$ cat src/procPkg.sv
// shared types for the three-stage 16-bit pipeline
// word and register-index types, opcodes, ALU operations, instruction fields
`default_nettype none

package procPkg;

   typedef logic [15:0] word_t;
   typedef logic [2:0]  regIdx_t;

   // codes 8 to 14 are illegal
   typedef enum logic [3:0] {
      opNop  = 4'd0,
      opAdd  = 4'd1,
      opSub  = 4'd2,
      opAnd  = 4'd3,
      opXor  = 4'd4,
      opAddi = 4'd5,
      opLbi  = 4'd6,
      opSll  = 4'd7,
      opHalt = 4'd15
   } opcode_t;

   typedef enum logic [2:0] {
      aluAdd,
      aluSub,
      aluAnd,
      aluXor,
      aluSll,
      aluPassB
   } aluOp_t;

   // instruction field positions
   localparam int OpcodeHi = 15;
   localparam int OpcodeLo = 12;
   localparam int RdHi     = 11;
   localparam int RdLo     = 9;
   localparam int RsHi     = 8;
   localparam int RsLo     = 6;
   localparam int RtHi     = 5;
   localparam int RtLo     = 3;
   localparam int Imm6Hi   = 5;
   localparam int Imm6Lo   = 0;
   localparam int Imm8Hi   = 7;
   localparam int Imm8Lo   = 0;

endpackage

`default_nettype wire

$ cat src/regFile.sv
// register file with eight 16-bit registers
// two combinational read ports, one write port, same-cycle write bypass
`timescale 1ns/1ps
`default_nettype none

module regFile (
   input  logic            clk,
   input  logic            arstN,
   input  procPkg::regIdx_t rdRegA,
   input  procPkg::regIdx_t rdRegB,
   input  logic            wEn,
   input  procPkg::regIdx_t wReg,
   input  procPkg::word_t  wData,
   output procPkg::word_t  rdDataA,
   output procPkg::word_t  rdDataB
);

   procPkg::word_t regs [8];

   always_ff @(posedge clk or negedge arstN) begin
      if (!arstN) begin
         for (int i = 0; i < 8; i++) begin
            regs[i] <= '0;
         end
      end else if (wEn) begin
         regs[wReg] <= wData;
      end
   end

   // a read of the register being written sees the new value
   assign rdDataA = (wEn && (wReg == rdRegA)) ? wData : regs[rdRegA];
   assign rdDataB = (wEn && (wReg == rdRegB)) ? wData : regs[rdRegB];

endmodule

`default_nettype wire

$ cat src/decode.sv
// decode stage
// checks the opcode, reads the register file and registers the execute inputs;
// tracks the sticky error flag and drops everything after a HALT
`timescale 1ns/1ps
`default_nettype none

module decode (
   input  logic             clk,
   input  logic             arstN,
   input  logic             instrValid,
   input  procPkg::word_t   instr,
   input  logic             wEn,
   input  procPkg::regIdx_t wReg,
   input  procPkg::word_t   wData,
   output logic             xValid,
   output procPkg::aluOp_t  xOp,
   output procPkg::word_t   xA,
   output procPkg::word_t   xB,
   output procPkg::regIdx_t xSrcA,
   output procPkg::regIdx_t xSrcB,
   output logic             xUsesA,
   output logic             xUsesB,
   output procPkg::word_t   xImm,
   output logic             xUseImm,
   output logic             xRegWrt,
   output procPkg::regIdx_t xRd,
   output logic             xHalt,
   output logic             err
);

   procPkg::opcode_t opcode;
   procPkg::regIdx_t rd, rs, rt;
   procPkg::word_t   imm6Ext, imm8Ext, imm, rdDataA, rdDataB;
   procPkg::aluOp_t  op;
   logic             legal, usesA, usesB, useImm, regWrt, isHalt;
   logic             stopped, accept;

   assign opcode  = procPkg::opcode_t'(instr[procPkg::OpcodeHi:procPkg::OpcodeLo]);
   assign rd      = instr[procPkg::RdHi:procPkg::RdLo];
   assign rs      = instr[procPkg::RsHi:procPkg::RsLo];
   assign rt      = instr[procPkg::RtHi:procPkg::RtLo];
   assign imm6Ext = {{10{instr[procPkg::Imm6Hi]}}, instr[procPkg::Imm6Hi:procPkg::Imm6Lo]};
   assign imm8Ext = {{8{instr[procPkg::Imm8Hi]}}, instr[procPkg::Imm8Hi:procPkg::Imm8Lo]};

   regFile regs (
      .clk     (clk),
      .arstN   (arstN),
      .rdRegA  (rs),
      .rdRegB  (rt),
      .wEn     (wEn),
      .wReg    (wReg),
      .wData   (wData),
      .rdDataA (rdDataA),
      .rdDataB (rdDataB)
   );

   always_comb begin
      legal  = 1'b1;
      op     = procPkg::aluAdd;
      usesA  = 1'b0;
      usesB  = 1'b0;
      useImm = 1'b0;
      regWrt = 1'b0;
      isHalt = 1'b0;
      imm    = imm6Ext;
      case (opcode)
         procPkg::opNop:  ;
         procPkg::opAdd: begin
            op    = procPkg::aluAdd;
            usesA = 1'b1;
            usesB = 1'b1;
         end
         procPkg::opSub: begin
            op    = procPkg::aluSub;
            usesA = 1'b1;
            usesB = 1'b1;
         end
         procPkg::opAnd: begin
            op    = procPkg::aluAnd;
            usesA = 1'b1;
            usesB = 1'b1;
         end
         procPkg::opXor: begin
            op    = procPkg::aluXor;
            usesA = 1'b1;
            usesB = 1'b1;
         end
         procPkg::opSll: begin
            op    = procPkg::aluSll;
            usesA = 1'b1;
            usesB = 1'b1;
         end
         procPkg::opAddi: begin
            op     = procPkg::aluAdd;
            usesA  = 1'b1;
            useImm = 1'b1;
         end
         procPkg::opLbi: begin
            op     = procPkg::aluPassB;
            useImm = 1'b1;
            imm    = imm8Ext;
         end
         procPkg::opHalt: isHalt = 1'b1;
         default:         legal = 1'b0;
      endcase
      // every legal opcode other than NOP and HALT writes rd
      regWrt = legal && (opcode != procPkg::opNop) && !isHalt;
   end

   // nothing is taken once a HALT has gone through
   assign accept = instrValid && !stopped;

   always_ff @(posedge clk or negedge arstN) begin
      if (!arstN) begin
         xValid  <= 1'b0;
         xRegWrt <= 1'b0;
         xHalt   <= 1'b0;
         stopped <= 1'b0;
         err     <= 1'b0;
      end else begin
         xValid  <= accept && legal;
         xRegWrt <= accept && regWrt;
         xHalt   <= accept && isHalt;
         stopped <= stopped || (accept && isHalt);
         err     <= err || (accept && !legal);
      end
   end

   always_ff @(posedge clk) begin
      xOp     <= op;
      xA      <= rdDataA;
      xB      <= rdDataB;
      xSrcA   <= rs;
      xSrcB   <= rt;
      xUsesA  <= usesA;
      xUsesB  <= usesB;
      xImm    <= imm;
      xUseImm <= useImm;
      xRd     <= rd;
   end

   // opcodes 8 to 14 set err and never reach execute
   assert property (@(posedge clk) disable iff (!arstN)
      accept && (opcode >= 4'd8) && (opcode != procPkg::opHalt) |=> err && !xValid);

endmodule

`default_nettype wire

$ cat src/execute.sv
// execute stage
// picks operands with forwarding, runs the ALU and registers the result
`timescale 1ns/1ps
`default_nettype none

module execute (
   input  logic             clk,
   input  logic             arstN,
   input  logic             xValid,
   input  procPkg::aluOp_t  xOp,
   input  procPkg::word_t   xA,
   input  procPkg::word_t   xB,
   input  procPkg::regIdx_t xSrcA,
   input  procPkg::regIdx_t xSrcB,
   input  logic             xUsesA,
   input  logic             xUsesB,
   input  procPkg::word_t   xImm,
   input  logic             xUseImm,
   input  logic             xRegWrt,
   input  procPkg::regIdx_t xRd,
   input  logic             xHalt,
   input  logic             fwdEn,
   input  procPkg::regIdx_t fwdReg,
   input  procPkg::word_t   fwdData,
   output logic             rValid,
   output logic             rRegWrt,
   output procPkg::regIdx_t rRd,
   output procPkg::word_t   rData,
   output logic             rHalt
);

   procPkg::word_t opA, opB, aluRes;
   logic           nearA, nearB, farA, farB;

   // the previous instruction still sits in our own output register,
   // the one before it sits in the result stage
   assign nearA = xUsesA && rValid && rRegWrt && (rRd == xSrcA);
   assign nearB = xUsesB && rValid && rRegWrt && (rRd == xSrcB);
   assign farA  = xUsesA && fwdEn && (fwdReg == xSrcA);
   assign farB  = xUsesB && fwdEn && (fwdReg == xSrcB);

   always_comb begin
      if (nearA) begin
         opA = rData;
      end else if (farA) begin
         opA = fwdData;
      end else begin
         opA = xA;
      end

      if (xUseImm) begin
         opB = xImm;
      end else if (nearB) begin
         opB = rData;
      end else if (farB) begin
         opB = fwdData;
      end else begin
         opB = xB;
      end
   end

   always_comb begin
      case (xOp)
         procPkg::aluAdd:   aluRes = opA + opB;
         procPkg::aluSub:   aluRes = opA - opB;
         procPkg::aluAnd:   aluRes = opA & opB;
         procPkg::aluXor:   aluRes = opA ^ opB;
         procPkg::aluSll:   aluRes = opA << opB[3:0];
         procPkg::aluPassB: aluRes = opB;
         default:           aluRes = '0;
      endcase
   end

   always_ff @(posedge clk or negedge arstN) begin
      if (!arstN) begin
         rValid  <= 1'b0;
         rRegWrt <= 1'b0;
         rHalt   <= 1'b0;
      end else begin
         rValid  <= xValid;
         rRegWrt <= xValid && xRegWrt;
         rHalt   <= xValid && xHalt;
      end
   end

   always_ff @(posedge clk) begin
      rRd   <= xRd;
      rData <= aluRes;
   end

   assert property (@(posedge clk) disable iff (!arstN) xValid |-> !$isunknown({opA, opB}));

endmodule

`default_nettype wire

$ cat src/result.sv
// result stage
// holds the write-back, drives the register write port and forwarding path,
// reports each write-back once the register file holds it
`timescale 1ns/1ps
`default_nettype none

module result (
   input  logic             clk,
   input  logic             arstN,
   input  logic             rValid,
   input  logic             rRegWrt,
   input  procPkg::regIdx_t rRd,
   input  procPkg::word_t   rData,
   input  logic             rHalt,
   output logic             wEn,
   output procPkg::regIdx_t wReg,
   output procPkg::word_t   wData,
   output logic             fwdEn,
   output procPkg::regIdx_t fwdReg,
   output procPkg::word_t   fwdData,
   output logic             wbEn,
   output procPkg::regIdx_t wbReg,
   output procPkg::word_t   wbData,
   output logic             halted
);

   always_ff @(posedge clk or negedge arstN) begin
      if (!arstN) begin
         wEn    <= 1'b0;
         wbEn   <= 1'b0;
         halted <= 1'b0;
      end else begin
         wEn    <= rValid && rRegWrt;
         wbEn   <= wEn;
         halted <= halted || (rValid && rHalt);
      end
   end

   // report follows the write port by one edge, when the register is updated
   always_ff @(posedge clk) begin
      wReg   <= rRd;
      wData  <= rData;
      wbReg  <= wReg;
      wbData <= wData;
   end

   // forwarding uses the same registers as the write port
   assign fwdEn   = wEn;
   assign fwdReg  = wReg;
   assign fwdData = wData;

   assert property (@(posedge clk) disable iff (!arstN) $past(halted) |-> !wbEn);

endmodule

`default_nettype wire

$ cat src/proc.sv
// top level of the three-stage pipeline
// chains decode, execute and result and exposes the write-back report
`timescale 1ns/1ps
`default_nettype none

module proc (
   input  logic             clk,
   input  logic             arstN,
   input  logic             instrValid,
   input  procPkg::word_t   instr,
   output logic             wbEn,
   output procPkg::regIdx_t wbReg,
   output procPkg::word_t   wbData,
   output logic             halted,
   output logic             err
);

   // decode to execute
   logic             xValid, xUsesA, xUsesB, xUseImm, xRegWrt, xHalt;
   procPkg::aluOp_t  xOp;
   procPkg::word_t   xA, xB, xImm;
   procPkg::regIdx_t xSrcA, xSrcB, xRd;

   // execute to result
   logic             rValid, rRegWrt, rHalt;
   procPkg::regIdx_t rRd;
   procPkg::word_t   rData;

   // result back to decode and execute
   logic             wEn, fwdEn;
   procPkg::regIdx_t wReg, fwdReg;
   procPkg::word_t   wData, fwdData;

   decode decodeStage (
      .clk (clk), .arstN (arstN), .instrValid (instrValid), .instr (instr),
      .wEn (wEn), .wReg (wReg), .wData (wData),
      .xValid (xValid), .xOp (xOp), .xA (xA), .xB (xB),
      .xSrcA (xSrcA), .xSrcB (xSrcB), .xUsesA (xUsesA), .xUsesB (xUsesB),
      .xImm (xImm), .xUseImm (xUseImm), .xRegWrt (xRegWrt), .xRd (xRd),
      .xHalt (xHalt), .err (err)
   );

   execute executeStage (
      .clk (clk), .arstN (arstN),
      .xValid (xValid), .xOp (xOp), .xA (xA), .xB (xB),
      .xSrcA (xSrcA), .xSrcB (xSrcB), .xUsesA (xUsesA), .xUsesB (xUsesB),
      .xImm (xImm), .xUseImm (xUseImm), .xRegWrt (xRegWrt), .xRd (xRd),
      .xHalt (xHalt), .fwdEn (fwdEn), .fwdReg (fwdReg), .fwdData (fwdData),
      .rValid (rValid), .rRegWrt (rRegWrt), .rRd (rRd), .rData (rData),
      .rHalt (rHalt)
   );

   result resultStage (
      .clk (clk), .arstN (arstN),
      .rValid (rValid), .rRegWrt (rRegWrt), .rRd (rRd), .rData (rData),
      .rHalt (rHalt),
      .wEn (wEn), .wReg (wReg), .wData (wData),
      .fwdEn (fwdEn), .fwdReg (fwdReg), .fwdData (fwdData),
      .wbEn (wbEn), .wbReg (wbReg), .wbData (wbData), .halted (halted)
   );

endmodule

`default_nettype wire

$ cat config.mk
export PLATFORM = sky130hd
export DESIGN_NAME = proc
export DESIGN_NICKNAME = d
export VERILOG_FILES = /design/src/procPkg.sv /design/src/regFile.sv /design/src/decode.sv /design/src/execute.sv /design/src/result.sv /design/src/proc.sv
export SDC_FILE = /design/constraint.sdc
export NUM_CORES = 1
export LEC_CHECK = 0
export ABC_AREA = 1
export BUFFER_PORTS_ARGS = -buffer_cell sky130_fd_sc_hd__buf_2
export CAP_MARGIN = 20
export CELL_PAD_IN_SITES_DETAIL_PLACEMENT = 1
export CELL_PAD_IN_SITES_GLOBAL_PLACEMENT = 1
export CORE_ASPECT_RATIO = 0.9
export CORE_MARGIN = 8
export CORE_UTILIZATION = 47
export DETAILED_ROUTE_END_ITERATION = 8
export PLACE_DENSITY_LB_ADDON = 0.1
export SETUP_SLACK_MARGIN = 0.05
export SLEW_MARGIN = 40
export SYNTH_ARGS = -nofsm -noshare
export SYNTH_HDL_FRONTEND = slang
export SYNTH_SLANG_ARGS = --single-unit
$ cat constraint.sdc
create_clock -name clk -period 4.6 [get_ports clk]
set_clock_uncertainty 0.2 [all_clocks]
set_input_delay 0.92 -clock clk [delete_from_list [all_inputs] [get_ports clk]]
set_output_delay 0.92 -clock clk [all_outputs]
set_load 0.02 [all_outputs]
# ---- Yosys cells after proc, flatten, opt, wreduce, memory -nomap -nowiden
# Cells that the tools add are included.
dict set report op_classes {
  n_eq_ne 19
  bitwise_logic 5
  n_addsub 2
  muxes 24
  n_shift 1
  n_reduce_logical 37
  magnitude_cmp 4
}
# op n
set op_table {}
lappend op_table {{2-to-1 mux 16 bit} 13}
lappend op_table {{bitwise mux 128 bit} 1}
lappend op_table {{binary-select mux 16 bit (select 3 bit)} 2}
lappend op_table {{one-hot mux 16 bit (6 select lines)} 1}
lappend op_table {{demux 16 bit (select 3 bit)} 1}
lappend op_table {{logical AND 1 bit} 24}
lappend op_table {{equality test 3 bit} 6}
lappend op_table {{adder 16 bit} 1}
lappend op_table {{AND 16 bit} 1}
lappend op_table {{equality test 4 x 3 -> 1 bit, second input constant} 4}
lappend op_table {{left shift 16 x 4 -> 16 bit} 1}
lappend op_table {{subtractor 16 bit} 1}
lappend op_table {{XOR 16 bit} 1}
lappend op_table {{one-hot mux 3 bit (5 select lines)} 1}
lappend op_table {{>= comparator 4 bit, second input constant} 3}
lappend op_table {{NOT 3 -> 4 bit} 3}
lappend op_table {{OR reduction 9 bit} 1}
lappend op_table {{equality test 4 x 2 -> 1 bit, second input constant} 2}
lappend op_table {{equality test 3 x 2 -> 1 bit, second input constant} 2}
lappend op_table {{equality test 3 bit, second input constant} 2}
lappend op_table {{OR reduction 6 bit} 1}
lappend op_table {{2-to-1 mux 1 bit} 5}
lappend op_table {{OR reduction 5 bit} 1}
lappend op_table {{equality test 4 x 1 -> 1 bit, second input constant} 1}
lappend op_table {{other kinds (9)} 13}
dict set report totals {
  out_inout_bits 22
  word_cells 127
  regBits 259
}

# ---- Logic depth before layout (Yosys ltp)
# Gate-level depths: netlist of run 1.
dict set report depth {
  ltp_word 7
  mapped_depth 29
}

# ---- Hierarchy
# From an unflattened synthesis of run 1, not the netlist that was laid out.
dict set report hier_totals {
  hier_cells 2158
  hier_area_um2 14814.2
}
# module instances area_per_inst_um2 cells_each
set by_module_without_submodules {}
lappend by_module_without_submodules {regFile 1 7812.5 1196}
lappend by_module_without_submodules {execute 1 4563.1 785}
lappend by_module_without_submodules {decode 1 1433.9 111}
lappend by_module_without_submodules {result 1 1004.7 66}

# ---- Worst setup path before layout of run 1
# OpenSTA, ideal clock, no wires.
dict set report synth_path {
  path_type {reg2reg}
  from {register resultStage.wReg[1] (netlist: resultStage.fwdReg[1])}
  to {register executeStage.rData[10]}
  period_less_slack_ns 3.902
  path_stages_with_launch 30
  arrival_ns 3.570
  path_slack_ns 0.698
  cell_sequence {dfxtp_1 -> buf_4 -> inv_4 -> nand2_4 -> nand2_2 -> nor2_4 -> nand2_4 -> nand2_1 -> nand3_2 -> nand2_2 -> nand2_4 -> buf_4 -> buf_6 -> ha_1 -> o21ai_0 -> inv_1 -> fa_1 -> inv_1 -> nand2_1 -> nand2_1 -> nand2_1 -> nand2_1 -> nand2_1 -> nand2_1 -> a21oi_1 -> o21ai_0 -> a21oi_1 -> or2_2 -> nand3_1 -> nand4_1}
}
dict set report synth_between {
  elab_chain_len 7
  word_cells_on_any_way 15
}
# element line_no
set synth_lines {}
lappend synth_lines {{start, declared} result.sv:16} ;# output procPkg::regIdx_t wReg,
lappend synth_lines {{start signal, assigned} result.sv:41} ;# wReg <= rRd;
lappend synth_lines {{equality test 3 bit} execute.sv:40} ;# assign farB = xUsesB && fwdEn && (fwdReg == xSrcB);
lappend synth_lines {{logical AND 1 bit} execute.sv:40}
lappend synth_lines {{2-to-1 mux 16 bit} execute.sv:55} ;# end else if (farB) begin
lappend synth_lines {{2-to-1 mux 16 bit} execute.sv:53} ;# end else if (nearB) begin
lappend synth_lines {{2-to-1 mux 16 bit} execute.sv:51} ;# if (xUseImm) begin
lappend synth_lines {{subtractor 16 bit (tied with other cells)} execute.sv:65} ;# procPkg::aluSub: aluRes = opA - opB;
lappend synth_lines {{one-hot mux 16 bit (6 select lines) (*)} execute.sv:63} ;# case (xOp)
lappend synth_lines {{end signal, assigned} execute.sv:88} ;# rData <= aluRes;
lappend synth_lines {{end, declared} execute.sv:28} ;# output procPkg::word_t rData,
# Mark *: on every way between the ends. The rest lies on a longest branch, timed or not.
# A chain may end at the register's enable or synchronous reset.

# ---- Final worst setup path of run 1
dict set report layout_path {
  from {register decodeStage.xSrcB[1]}
  to {register executeStage.rData[10]}
}
dict set report layout_between {
  elab_chain_len 7
  word_cells_on_any_way 13
}
# element line_no
set layout_lines {}
lappend layout_lines {{start, declared} decode.sv:20} ;# output procPkg::regIdx_t xSrcB,
lappend layout_lines {{start signal, assigned} decode.sv:134} ;# xSrcB <= rt;
lappend layout_lines {{equality test 3 bit} execute.sv:40}
lappend layout_lines {{logical AND 1 bit} execute.sv:40}
lappend layout_lines {{2-to-1 mux 16 bit} execute.sv:55}
lappend layout_lines {{2-to-1 mux 16 bit (*)} execute.sv:53}
lappend layout_lines {{2-to-1 mux 16 bit (*)} execute.sv:51}
lappend layout_lines {{subtractor 16 bit (tied with other cells)} execute.sv:65}
lappend layout_lines {{one-hot mux 16 bit (6 select lines) (*)} execute.sv:63}
# Marked as above.

==> results of run 1 <==
synthesized netlist by cell type (all sizes together), types with 8 or more instances:
cell     number  share of area
nand2       455           0.13
o21ai       306           0.11
inv         192          0.053
dfrtp       139           0.25
nand3       135          0.052
a21oi       123          0.045
dfxtp       109           0.16
clkbuf       81          0.022
nor2         69          0.023
o211ai       68          0.037
ha           33          0.030
buf          29          0.015
xor2         13         0.0083
nor3         12         0.0060
a22oi         9         0.0049
nand4         9         0.0041
o2111ai       9         0.0058
o22ai         8         0.0037
cell type report:
class / instances / area, µm² / area share
repair buffers: 78 / 544 / 0.0357
inverters: 197 / 744 / 0.0489
multi-input cells: 1297 / 6800 / 0.446
flip-flops and latches: 248 / 5660 / 0.372
clock inverters: 14 / 156 / 0.0103
clock buffers: 38 / 872 / 0.0572
well taps: 366 / 458 / 0.0301
sequential cells by signal, summed over array words and instances, names as in the netlist, 2 cells and up:
register               count
resultStage.wbData        16
decodeStage.xRd            3
resultStage.wbReg          3
decodeStage.xOp            3
decodeStage.regs.regs    128
executeStage.rData        16
resultStage.fwdReg         3
resultStage.fwdData       16
decodeStage.xA            16
decodeStage.xB            16
decodeStage.xSrcA          3
decodeStage.xSrcB          2
executeStage.rRd           3
decodeStage.xImm           6
worst paths after layout:
check,end,cells past startpoint
worst min-delay path,decodeStage.regs.regs[10],1
worst min register to register,executeStage.rRd[2],0
worst max register to register,executeStage.rData[10],27
min in group clk,executeStage.rRd[2],0
worst max-delay path,executeStage.rData[10],27
max in group asynchronous,decodeStage.regs.regs[119],3
timing repair:
item,CTS,global route
endpoints found under the setup margin,0,6
resized for setup,0,5
setup buffers,0,2
routing by layer:
metal / global-route usage / wire [µm] / vias to the layer above
met1: 0.384 / 22500 / 6551
met4: 0.0716 / 1150 / 0
li1: - / - / 6206
met3: 0.0370 / 2950 / 80
met2: 0.431 / 21300 / 402
met5: 0 / 0 / -
logic make-up after synthesis:
group / synth area share
flip-flops: 0.414
XOR/XNOR: 0.0115
buffers and inverters: 0.0918
AND/OR/NAND/NOR: 0.227
AO/OA/AOI/OAI: 0.225
adder cells (fa/ha/maj): 0.0316
worst max-delay path: cells and delay by family, from the launching register on:
family          cells  cell delay (ns)
flops               1             0.40
buf+inv             5             0.53
fa+ha+maj           2             0.71
compound gates      4             0.63
simple gates       16             1.58
where the power goes:
part	leakage [nW]	internal (mW)	switching (mW)
clock	0.519	1.50	0.945
sequential	2.85	2.37	0.198
combinational	3.68	0.351	0.891
total	7.05	4.21	2.03
per-stage QoR:
step           hold slack [ns]  instances  instance area, µm²  worst slack, ns
2_1_floorplan            0.110       1852               13700            0.698
3_3_place_gp             0.112       2182               14100            0.362
3_5_place_dp             0.115       2183               14200            0.148
4_1_cts                  0.129       2235               15200           0.0637
5_1_grt                 0.0250       2238               15200           0.0564
6_report                0.0243       2238               15200            0.377
==> impl_results.md, run 1 <==
* Crit start category: register
* Syn nets at 1905
* Layout cells sized above 1 at 0.112
* H-tree depth at 1
* IO Pins at 41
* Kind of critical path: reg -> reg
* Cell Pwr Density at 410 nW/µm²
* Total Nets Final at 1903
* Status: complete, no violations
* Top fanout value on the critical path at 13
* Critical Path End Type: register
* Critical path's slowest cell: dfxtp_1
* Largest net degree at the start of global routing at 93
* Vias at 13239
* Vias in the first global route at 13496
* Die Wd at 196 µm
* Synth Register Bits at 248
* Initial antenna violation count at 0
* Die area at 34800 µm²
* Max Slew Vio Count at 0
* Latest clock arrival within the worst-skew pair at 0.56 ns
* Avg WL per Cell at 21.4 µm
* Total Routing Usage GR at 0.271
* Relative slew slack at 0.437
* Ant diodes at 0
* PortBufs at 40
* Total power at 6.25 mW
* Core area at 28800 µm²
* Pre-antenna DRT Iters at 5
* Synth-to-Final Area Change at 11.3%
* Gpl congestion at 0.930
* Critical Path AT at 4.42 ns
* Critical Path Source: decodeStage.xSrcB[1]
* Drt drc at 0
* Synth warn at 0
* DR vias/cell at 5.92
* Post-synth ARST share at 0.560
* Hold Fails Final Rpt at 0
* Clk sink count at 248
* WP data required at 4.80 ns
* Synthesized area at 13700 µm²
* Final WL at 47900 µm
* Commonest non-fill, non-tap cells in the layout: 423 x nand2_1, 287 x o21ai_0, 180 x inv_1
* Syn_area_per_cell at 7.39 µm²
* Cts bufs inserted at 28
* Max-Cap Viols at 0
* Distinct cell type count of the synthesized netlist at 53
* Tmin final at 4.22 ns
* Max incr delay on CP at 0.40 ns
* GRT overflow at 0
* Number of synthesized flops with an enable pin at 0
* Hold Crit Class: in -> async
* FILL cells at 3604
* FP Rows at 59
* Worst vdd rail ir drop at 0.282 mV
* Iteration-0 DRC Markers at 1072
* Final Cycle Share at 0.918
* First-pass GRT wire length at 75700 µm
* Initial Util at 0.475
* Setup violators final at 0
* Final Util at 0.529
* Hold-fix buffers, CTS at 0
* Critical path's most frequent cell: nand2_1
* Sequential cell area fraction in the yosys report at 0.414
* Slew @ Worst Pin at 0.845 ns
* RSZ-0062 raised after global routing: false
* CTS tree: built
* Longest Clk Path Bufs at 3
* FF-to-FF setup slack at 0.38 ns
* Die H at 178 µm
* Post-Route Setup TNS at 0 ns
* Main synth FF type: dfrtp_1
* Leak pwr at 7.05 nW
* Clock root cell: clkbuf_16
* FMAX at 0.237 GHz
* Antenna-violating nets left at 0
* Clk slew on worst S/H paths at 0.06 ns
* Final HPWL DP at 32800 µm
* Cells after synthesis at 1852
* FF-to-FF Start: decodeStage.xSrcB[1]
* Commonest non-fill, non-tap cell in the layout: nand2_1
Power figures use the tool's default switching activity.
==> run 2, diff against run 1 <==
Settings changed: CTS_CLUSTER_SIZE set to 8, SETUP_SLACK_MARGIN 0.05 to 0.4.
==> impl_results.md, run 2 (synthesis results as in run 1) <==
* Status: complete, no violations (unchanged)
* Vias at 13421 (was 13239)
* Commonest non-fill, non-tap cells in the layout: 422 x nand2_1, 284 x o21ai_0, 179 x inv_1 (was 423 x nand2_1, 287 x o21ai_0, 180 x inv_1)
* Final Util at 0.538 (was 0.529)
* Synth-to-Final Area Change at 13.1% (was 11.3%)
* Clock Power Share at 0.405 (was 0.391)
* Drt drc at 0 (unchanged)
* Total Nets Final at 1921 (was 1903)
* Relative slew slack at 0.439 (was 0.437)
* FMAX at 0.245 GHz (was 0.237 GHz)
* Tmin final at 4.08 ns (was 4.22 ns)
* Layout cells sized above 1 at 0.120 (was 0.112)
* Top delay family on crit path: simple AND/OR/NAND/NOR gates (unchanged)
* Cell area after layout at 15500 µm² (was 15200 µm²)
* DR vias/cell at 5.94 (was 5.92)
* Initial antenna violation count at 0 (unchanged)
* Final HPWL DP at 32800 µm (unchanged)
* Ant diodes at 0 (unchanged)
* R2R Path End: executeStage.rData[10] (unchanged)
* Worst vdd rail ir drop at 0.325 mV (was 0.282 mV)
* Top fanout value on the critical path at 19 (was 13)
* Critical Path Source: resultStage.fwdReg[1] (was decodeStage.xSrcB[1])
* Final WL at 49000 µm (was 47900 µm)
* Pre-antenna DRT Iters at 5 (unchanged)
* Reg power frac at 0.398 (was 0.410)
* Vias in the first global route at 13633 (was 13496)
* Clk sink count at 248 (unchanged)
* Antenna-violating nets left at 0 (unchanged)
* Hold Crit Class: in -> async (unchanged)
* FF-to-FF setup slack at 0.52 ns (was 0.38 ns)
* Largest net degree at the start of global routing at 93 (unchanged)
* Max-Cap Viols at 0 (unchanged)
* Total Routing Usage GR at 0.278 (was 0.271)
* Cell-internal power at 4.36 mW (was 4.21 mW)
* Buf/Inv on CP at 4 (was 5)
* FF-to-FF Start: resultStage.fwdReg[1] (was decodeStage.xSrcB[1])
* Latest clock arrival within the worst-skew pair at 0.52 ns (was 0.56 ns)
* Critical path's slowest cell: fa_1 (was dfxtp_1)
* Post-Route Setup TNS at 0 ns (unchanged)
* Commonest non-fill, non-tap cell in the layout: nand2_1 (unchanged)
* IO Pins at 41 (unchanged)
* H-tree depth at 2 (was 1)
* Iteration-0 DRC Markers at 1090 (was 1072)
* Final Cycle Share at 0.888 (was 0.918)
* Reg2reg path depth at 24 (was 27)
* Leak pwr at 7.11 nW (was 7.05 nW)
* Placed inst area at 14200 µm² (unchanged)
* Critical Path AT at 4.27 ns (was 4.42 ns)
* Sw frac at 0.325 (was 0.326)
* Clock root cell: clkbuf_16 (unchanged)
* Critical path's most frequent cell: nand2_1 (unchanged)
* Clk slew on worst S/H paths at 0.05 ns (was 0.06 ns)
* WP data required at 4.79 ns (was 4.80 ns)
* Critical path depth in cells at 24 (was 27)
* Switching pwr at 2.10 mW (was 2.03 mW)
* Hold-fix buffers, CTS at 0 (unchanged)
* GRT overflow at 0 (unchanged)
* Longest Clk Path Bufs at 3 (unchanged)
* Max incr delay on CP at 0.43 ns (was 0.40 ns)
* Crit path cell chain: buf_4 -> nor2_1 -> nor2_4 -> nand2_2 -> buf_6 -> nand2_1 -> nand3_1 -> and2_4 -> inv_1 -> ha_1 -> fa_1 -> inv_1 -> nand2_1 -> nand2_1 -> nand2_1 -> nand2_2 -> nand2_1 -> nand2_1 -> a21oi_1 -> o21ai_2 -> a21oi_1 -> or2_2 -> nand3_1 -> nand4_1
* Hold Fails Final Rpt at 0 (unchanged)
* CTS tree: built (unchanged)
* Max Slew Vio Count at 0 (unchanged)
* Die H at 178 µm (unchanged)
* Worst Setup EP: executeStage.rData[10] (unchanged)
* Gate power share at 0.198 (was 0.199)
* Avg WL per Cell at 21.7 µm (was 21.4 µm)
* Cts bufs inserted at 37 (was 28)
* Slew @ Worst Pin at 0.841 ns (was 0.845 ns)
* First-pass GRT wire length at 76800 µm (was 75700 µm)
* Gpl congestion at 0.930 (unchanged)
* PortBufs at 40 (unchanged)
* Max reg flops at 128 (unchanged)
* Crit start category: register (unchanged)
* Critical Path End Type: register (unchanged)
* RSZ-0062 raised after global routing: true (was false)
* Setup violators final at 0 (unchanged)
* FILL cells at 3595 (was 3604)
* Die area at 34800 µm² (unchanged)
* Kind of critical path: reg -> reg (unchanged)
* Top reg by flops: decodeStage.regs.regs (unchanged)
* Initial Util at 0.475 (unchanged)
* Cell Pwr Density at 417 nW/µm² (was 410 nW/µm²)
* Core area at 28800 µm² (unchanged)
* Die Wd at 196 µm (unchanged)
* FP Rows at 59 (unchanged)
run 2: final cells by class:
cell class | instances | area [µm²] | share of cell area
multi-input combinational | 1297 | 6860 | 0.443
sequential | 248 | 5680 | 0.367
clock buffer | 63 | 1070 | 0.0689
inverter | 197 | 751 | 0.0485
timing repair buffer | 86 | 619 | 0.0400
tap | 366 | 458 | 0.0296
clock inverter | 3 | 43.8 | 0.00283
timing repair inverter | 1 | 5.00 | 0.000323
run 2: worst min path at each step:
stage	to	from	slack, ns
final	decodeStage.regs.regs[41]	arstN	0.05
after global routing	decodeStage.regs.regs[41]	arstN	0.05
after CTS	executeStage.rRd[1]	decodeStage.xRd[1]	0.13
after detailed placement	executeStage.rRd[2]	decodeStage.xRd[2]	0.11
after global placement	executeStage.rRd[1]	decodeStage.xRd[1]	0.11
after floorplan	executeStage.rRd[0]	decodeStage.xRd[0]	0.11
run 2: power by group through the flow:
stage          clock network [mW]  registers (mW)  logic [mW]
2_1_floorplan                   0            2.56       0.739
5_1_grt                      2.76            2.58        1.40
6_report                     2.62            2.57        1.28
3_3_place_gp                    0            2.60        1.19
4_1_cts                      2.66            2.56        1.23
3_5_place_dp                    0            2.60        1.22
run 2: layer usage:
metal / wire length (µm) / GRT usage / up-vias
met5: 0 / 0 / -
li1: - / - / 6242
met4: 973 / 0.0843 / 0
met1: 22800 / 0.394 / 6649
met2: 22200 / 0.437 / 459
met3: 2970 / 0.0387 / 71
run 2: per-stage QoR:
step	setup slack, ns	instances	hold WS (ns)	power [mW]
finish	0.516	2261	0.0512	6.46
global route	0.312	2261	0.0532	6.73
CTS	0.450	2250	0.126	6.45
detailed placement	0.148	2183	0.115	3.81
global placement	0.362	2182	0.112	3.79
floorplan	0.698	1852	0.110	3.30
run 2: timing repair:
action,4_1_cts,5_1_grt
resized for setup,5,34
gates cloned,0,1
buffers inserted,1,9
setup endpoints to repair,5,8
pin swaps,1,11
==> run 3, diff against run 2 <==
Settings changed: CELL_PAD_IN_SITES_GLOBAL_PLACEMENT 1 to 2, CORE_UTILIZATION 47 to 37.
==> impl_results.md, run 3 (synthesis results as in run 1) <==
* Reg2reg path depth at 26 (was 24)
* DR vias/cell at 5.48 (was 5.94)
* Clock Power Share at 0.395 (was 0.405)
* Die area at 43400 µm² (was 34800 µm²)
* Cell Pwr Density at 407 nW/µm² (was 417 nW/µm²)
* Max Slew Vio Count at 0 (unchanged)
* RSZ-0062 raised after global routing: false (was true)
* Placed cell count at 2304 (was 2183)
* Hold Slack at 0.0675 ns (was 0.0512 ns)
* Max-Cap Viols at 0 (unchanged)
* Worst vdd rail ir drop at 0.274 mV (was 0.325 mV)
* Pre-antenna DRT Iters at 5 (unchanged)
* Gate power share at 0.207 (was 0.198)
* Hold Crit Class: in -> async (unchanged)
* Clock root cell: clkbuf_16 (unchanged)
* Vias at 13073 (was 13421)
* R2R Path End: executeStage.rData[11] (was executeStage.rData[10])
* Die Wd at 219 µm (was 196 µm)
* Layout cells sized above 1 at 0.126 (was 0.120)
* Hold-fix buffers, CTS at 0 (unchanged)
* Synth-to-Final Area Change at 14.6% (was 13.1%)
* Critical Path Source: resultStage.fwdReg[0] (was resultStage.fwdReg[1])
* Commonest non-fill, non-tap cell in the layout: nand2_1 (unchanged)
* Top fanout value on the critical path at 7 (was 19)
* Max reg flops at 128 (unchanged)
* Hold Fails Final Rpt at 0 (unchanged)
* Final Cycle Share at 0.865 (was 0.888)
* Final HPWL DP at 34000 µm (was 32800 µm)
* Post-Route Setup TNS at 0 ns (unchanged)
* FF-to-FF setup slack at 0.62 ns (was 0.52 ns)
* Setup violators final at 0 (unchanged)
* Longest Clk Path Bufs at 3 (unchanged)
* Crit start category: register (unchanged)
* Die H at 198 µm (was 178 µm)
* Latest clock arrival within the worst-skew pair at 0.54 ns (was 0.52 ns)
* First-pass GRT wire length at 78900 µm (was 76800 µm)
* H-tree depth at 2 (unchanged)
* Iteration-0 DRC Markers at 843 (was 1090)
* Final WL at 50400 µm (was 49000 µm)
* Commonest non-fill, non-tap cells in the layout: 420 x nand2_1, 280 x o21ai_0, 177 x inv_1 (was 422 x nand2_1, 284 x o21ai_0, 179 x inv_1)
* FP Rows at 67 (was 59)
* CTS tree: built (unchanged)
* Leak pwr at 7.17 nW (was 7.11 nW)
* Cell-internal power at 4.27 mW (was 4.36 mW)
* WP data required at 4.77 ns (was 4.79 ns)
* Status: complete, no violations (unchanged)
* Switching pwr at 2.12 mW (was 2.10 mW)
* Initial antenna violation count at 0 (unchanged)
* Ant diodes at 0 (unchanged)
* IO Pins at 41 (unchanged)
* Tmin final at 3.98 ns (was 4.08 ns)
* Gpl congestion at 0.843 (was 0.930)
* Largest net degree at the start of global routing at 123 (was 93)
* Avg WL per Cell at 21.1 µm (was 21.7 µm)
* Clk slew on worst S/H paths at 0.05 ns (about the same)
* Final Non-Filler Cells at 2386 (was 2261)
* PortBufs at 40 (unchanged)
* GRT overflow at 0 (unchanged)
* Drt drc at 0 (unchanged)
* Cts bufs inserted at 37 (unchanged)
* Reg power frac at 0.398 (about the same)
* Core area at 36900 µm² (was 28800 µm²)
* Antenna-violating nets left at 0 (unchanged)
* Vias in the first global route at 13430 (was 13633)
* FF-to-FF Start: resultStage.fwdReg[0] (was resultStage.fwdReg[1])
* Relative slew slack at 0.454 (was 0.439)
* Slew @ Worst Pin at 0.816 ns (was 0.841 ns)
* Sw frac at 0.332 (was 0.325)
* Total Nets Final at 1931 (was 1921)
* FMAX at 0.251 GHz (was 0.245 GHz)
* Total Routing Usage GR at 0.233 (was 0.278)
* Top reg by flops: decodeStage.regs.regs (unchanged)
* Cell area after layout at 15700 µm² (was 15500 µm²)
* Kind of critical path: reg -> reg (unchanged)
* Clk sink count at 248 (unchanged)
* Critical Path End Type: register (unchanged)
* Critical Path AT at 4.15 ns (was 4.27 ns)
* Initial Util at 0.371 (was 0.475)
* Placed inst area at 14300 µm² (was 14200 µm²)
[run 3: changes by cell type in the layout (fill, tap and decap cells not counted), moves of 3 or more]
cell     change
inv_2        +4
nor3_2       +3
buf_4        +9
o21ai_0      -4
o21ai_1      +5
dfxtp_2      -4
nor3_1       -3
dfxtp_1      +4
[run 3: what timing repair did]
item	CTS	global route
hold endpoints to repair	0	0
gates cloned	0	0
gates resized for setup	1	39
pin swaps	2	14
setup endpoints to repair	5	8
buffers inserted	2	15
[run 3: layout make-up]
| class | instances | area (µm²) |
|---|---|---|
| Inverter | 197 | 744 |
| Clock inverter | 4 | 50.0 |
| Multi-Input combinational cell | 1297 | 6870 |
| Tap cell | 483 | 604 |
| Timing Repair Buffer | 97 | 723 |
| Clock buffer | 60 | 1010 |
| Fill cell | 4588 | 21200 |
| Sequential cell | 248 | 5670 |
[run 3: power groups by stage]
stage | logic (mW) | registers (mW) | clock network [mW]
floorplan | 0.739 | 2.56 | 0
global placement | 1.24 | 2.59 | 0
detailed placement | 1.26 | 2.59 | 0
CTS | 1.27 | 2.55 | 2.58
global route | 1.46 | 2.56 | 2.68
finish | 1.32 | 2.54 | 2.52
[run 3: worst max-delay path by stage]
stage,cells past startpoint,to
2_1_floorplan,29,executeStage.rData[10]
3_3_place_gp,24,executeStage.rData[13]
3_5_place_dp,24,executeStage.rData[13]
4_1_cts,24,executeStage.rData[13]
5_1_grt,26,executeStage.rData[14]
6_report,26,executeStage.rData[11]
[run 3: per-layer routing]
metal  track usage  up-vias  wire length [µm]
met2         0.362      297             22200
met4        0.0487        0               853
met5             0        -                 0
met1         0.334     6457             24600
met3        0.0435       60              2770
li1              -     6259                 -
[run 3: critical path, stage by stage (launching register included)]
cell and delay (ns):
dfxtp_4 0.36, inv_2 0.07, nand2_2 0.07, nand2_2 0.06, nor2_4 0.22, nand2_4 0.10, nand2_2 0.08, nand2_1 0.05
nand2_1 0.07, nand2_2 0.07, nand2_2 0.06, ha_1 0.15, inv_1 0.08, nor3_4 0.32, buf_4 0.17, nor2_1 0.04
xor2_1 0.14, ha_1 0.32, buf_4 0.16, a21oi_2 0.13, o21a_1 0.18, o211ai_1 0.09, buf_4 0.17, buf_4 0.13
o21ai_1 0.11, a21o_1 0.10, nand4_1 0.12
[run 3: metrics by stage]
step | utilization | power, mW | setup WS (ns)
final | 0.425 | 6.39 | 0.622
after detailed placement | 0.389 | 3.84 | 0.265
after global routing | 0.425 | 6.70 | 0.378
after floorplan | - | 3.30 | 0.698
after global placement | 0.389 | 3.83 | 0.384
after CTS | 0.418 | 6.40 | 0.402
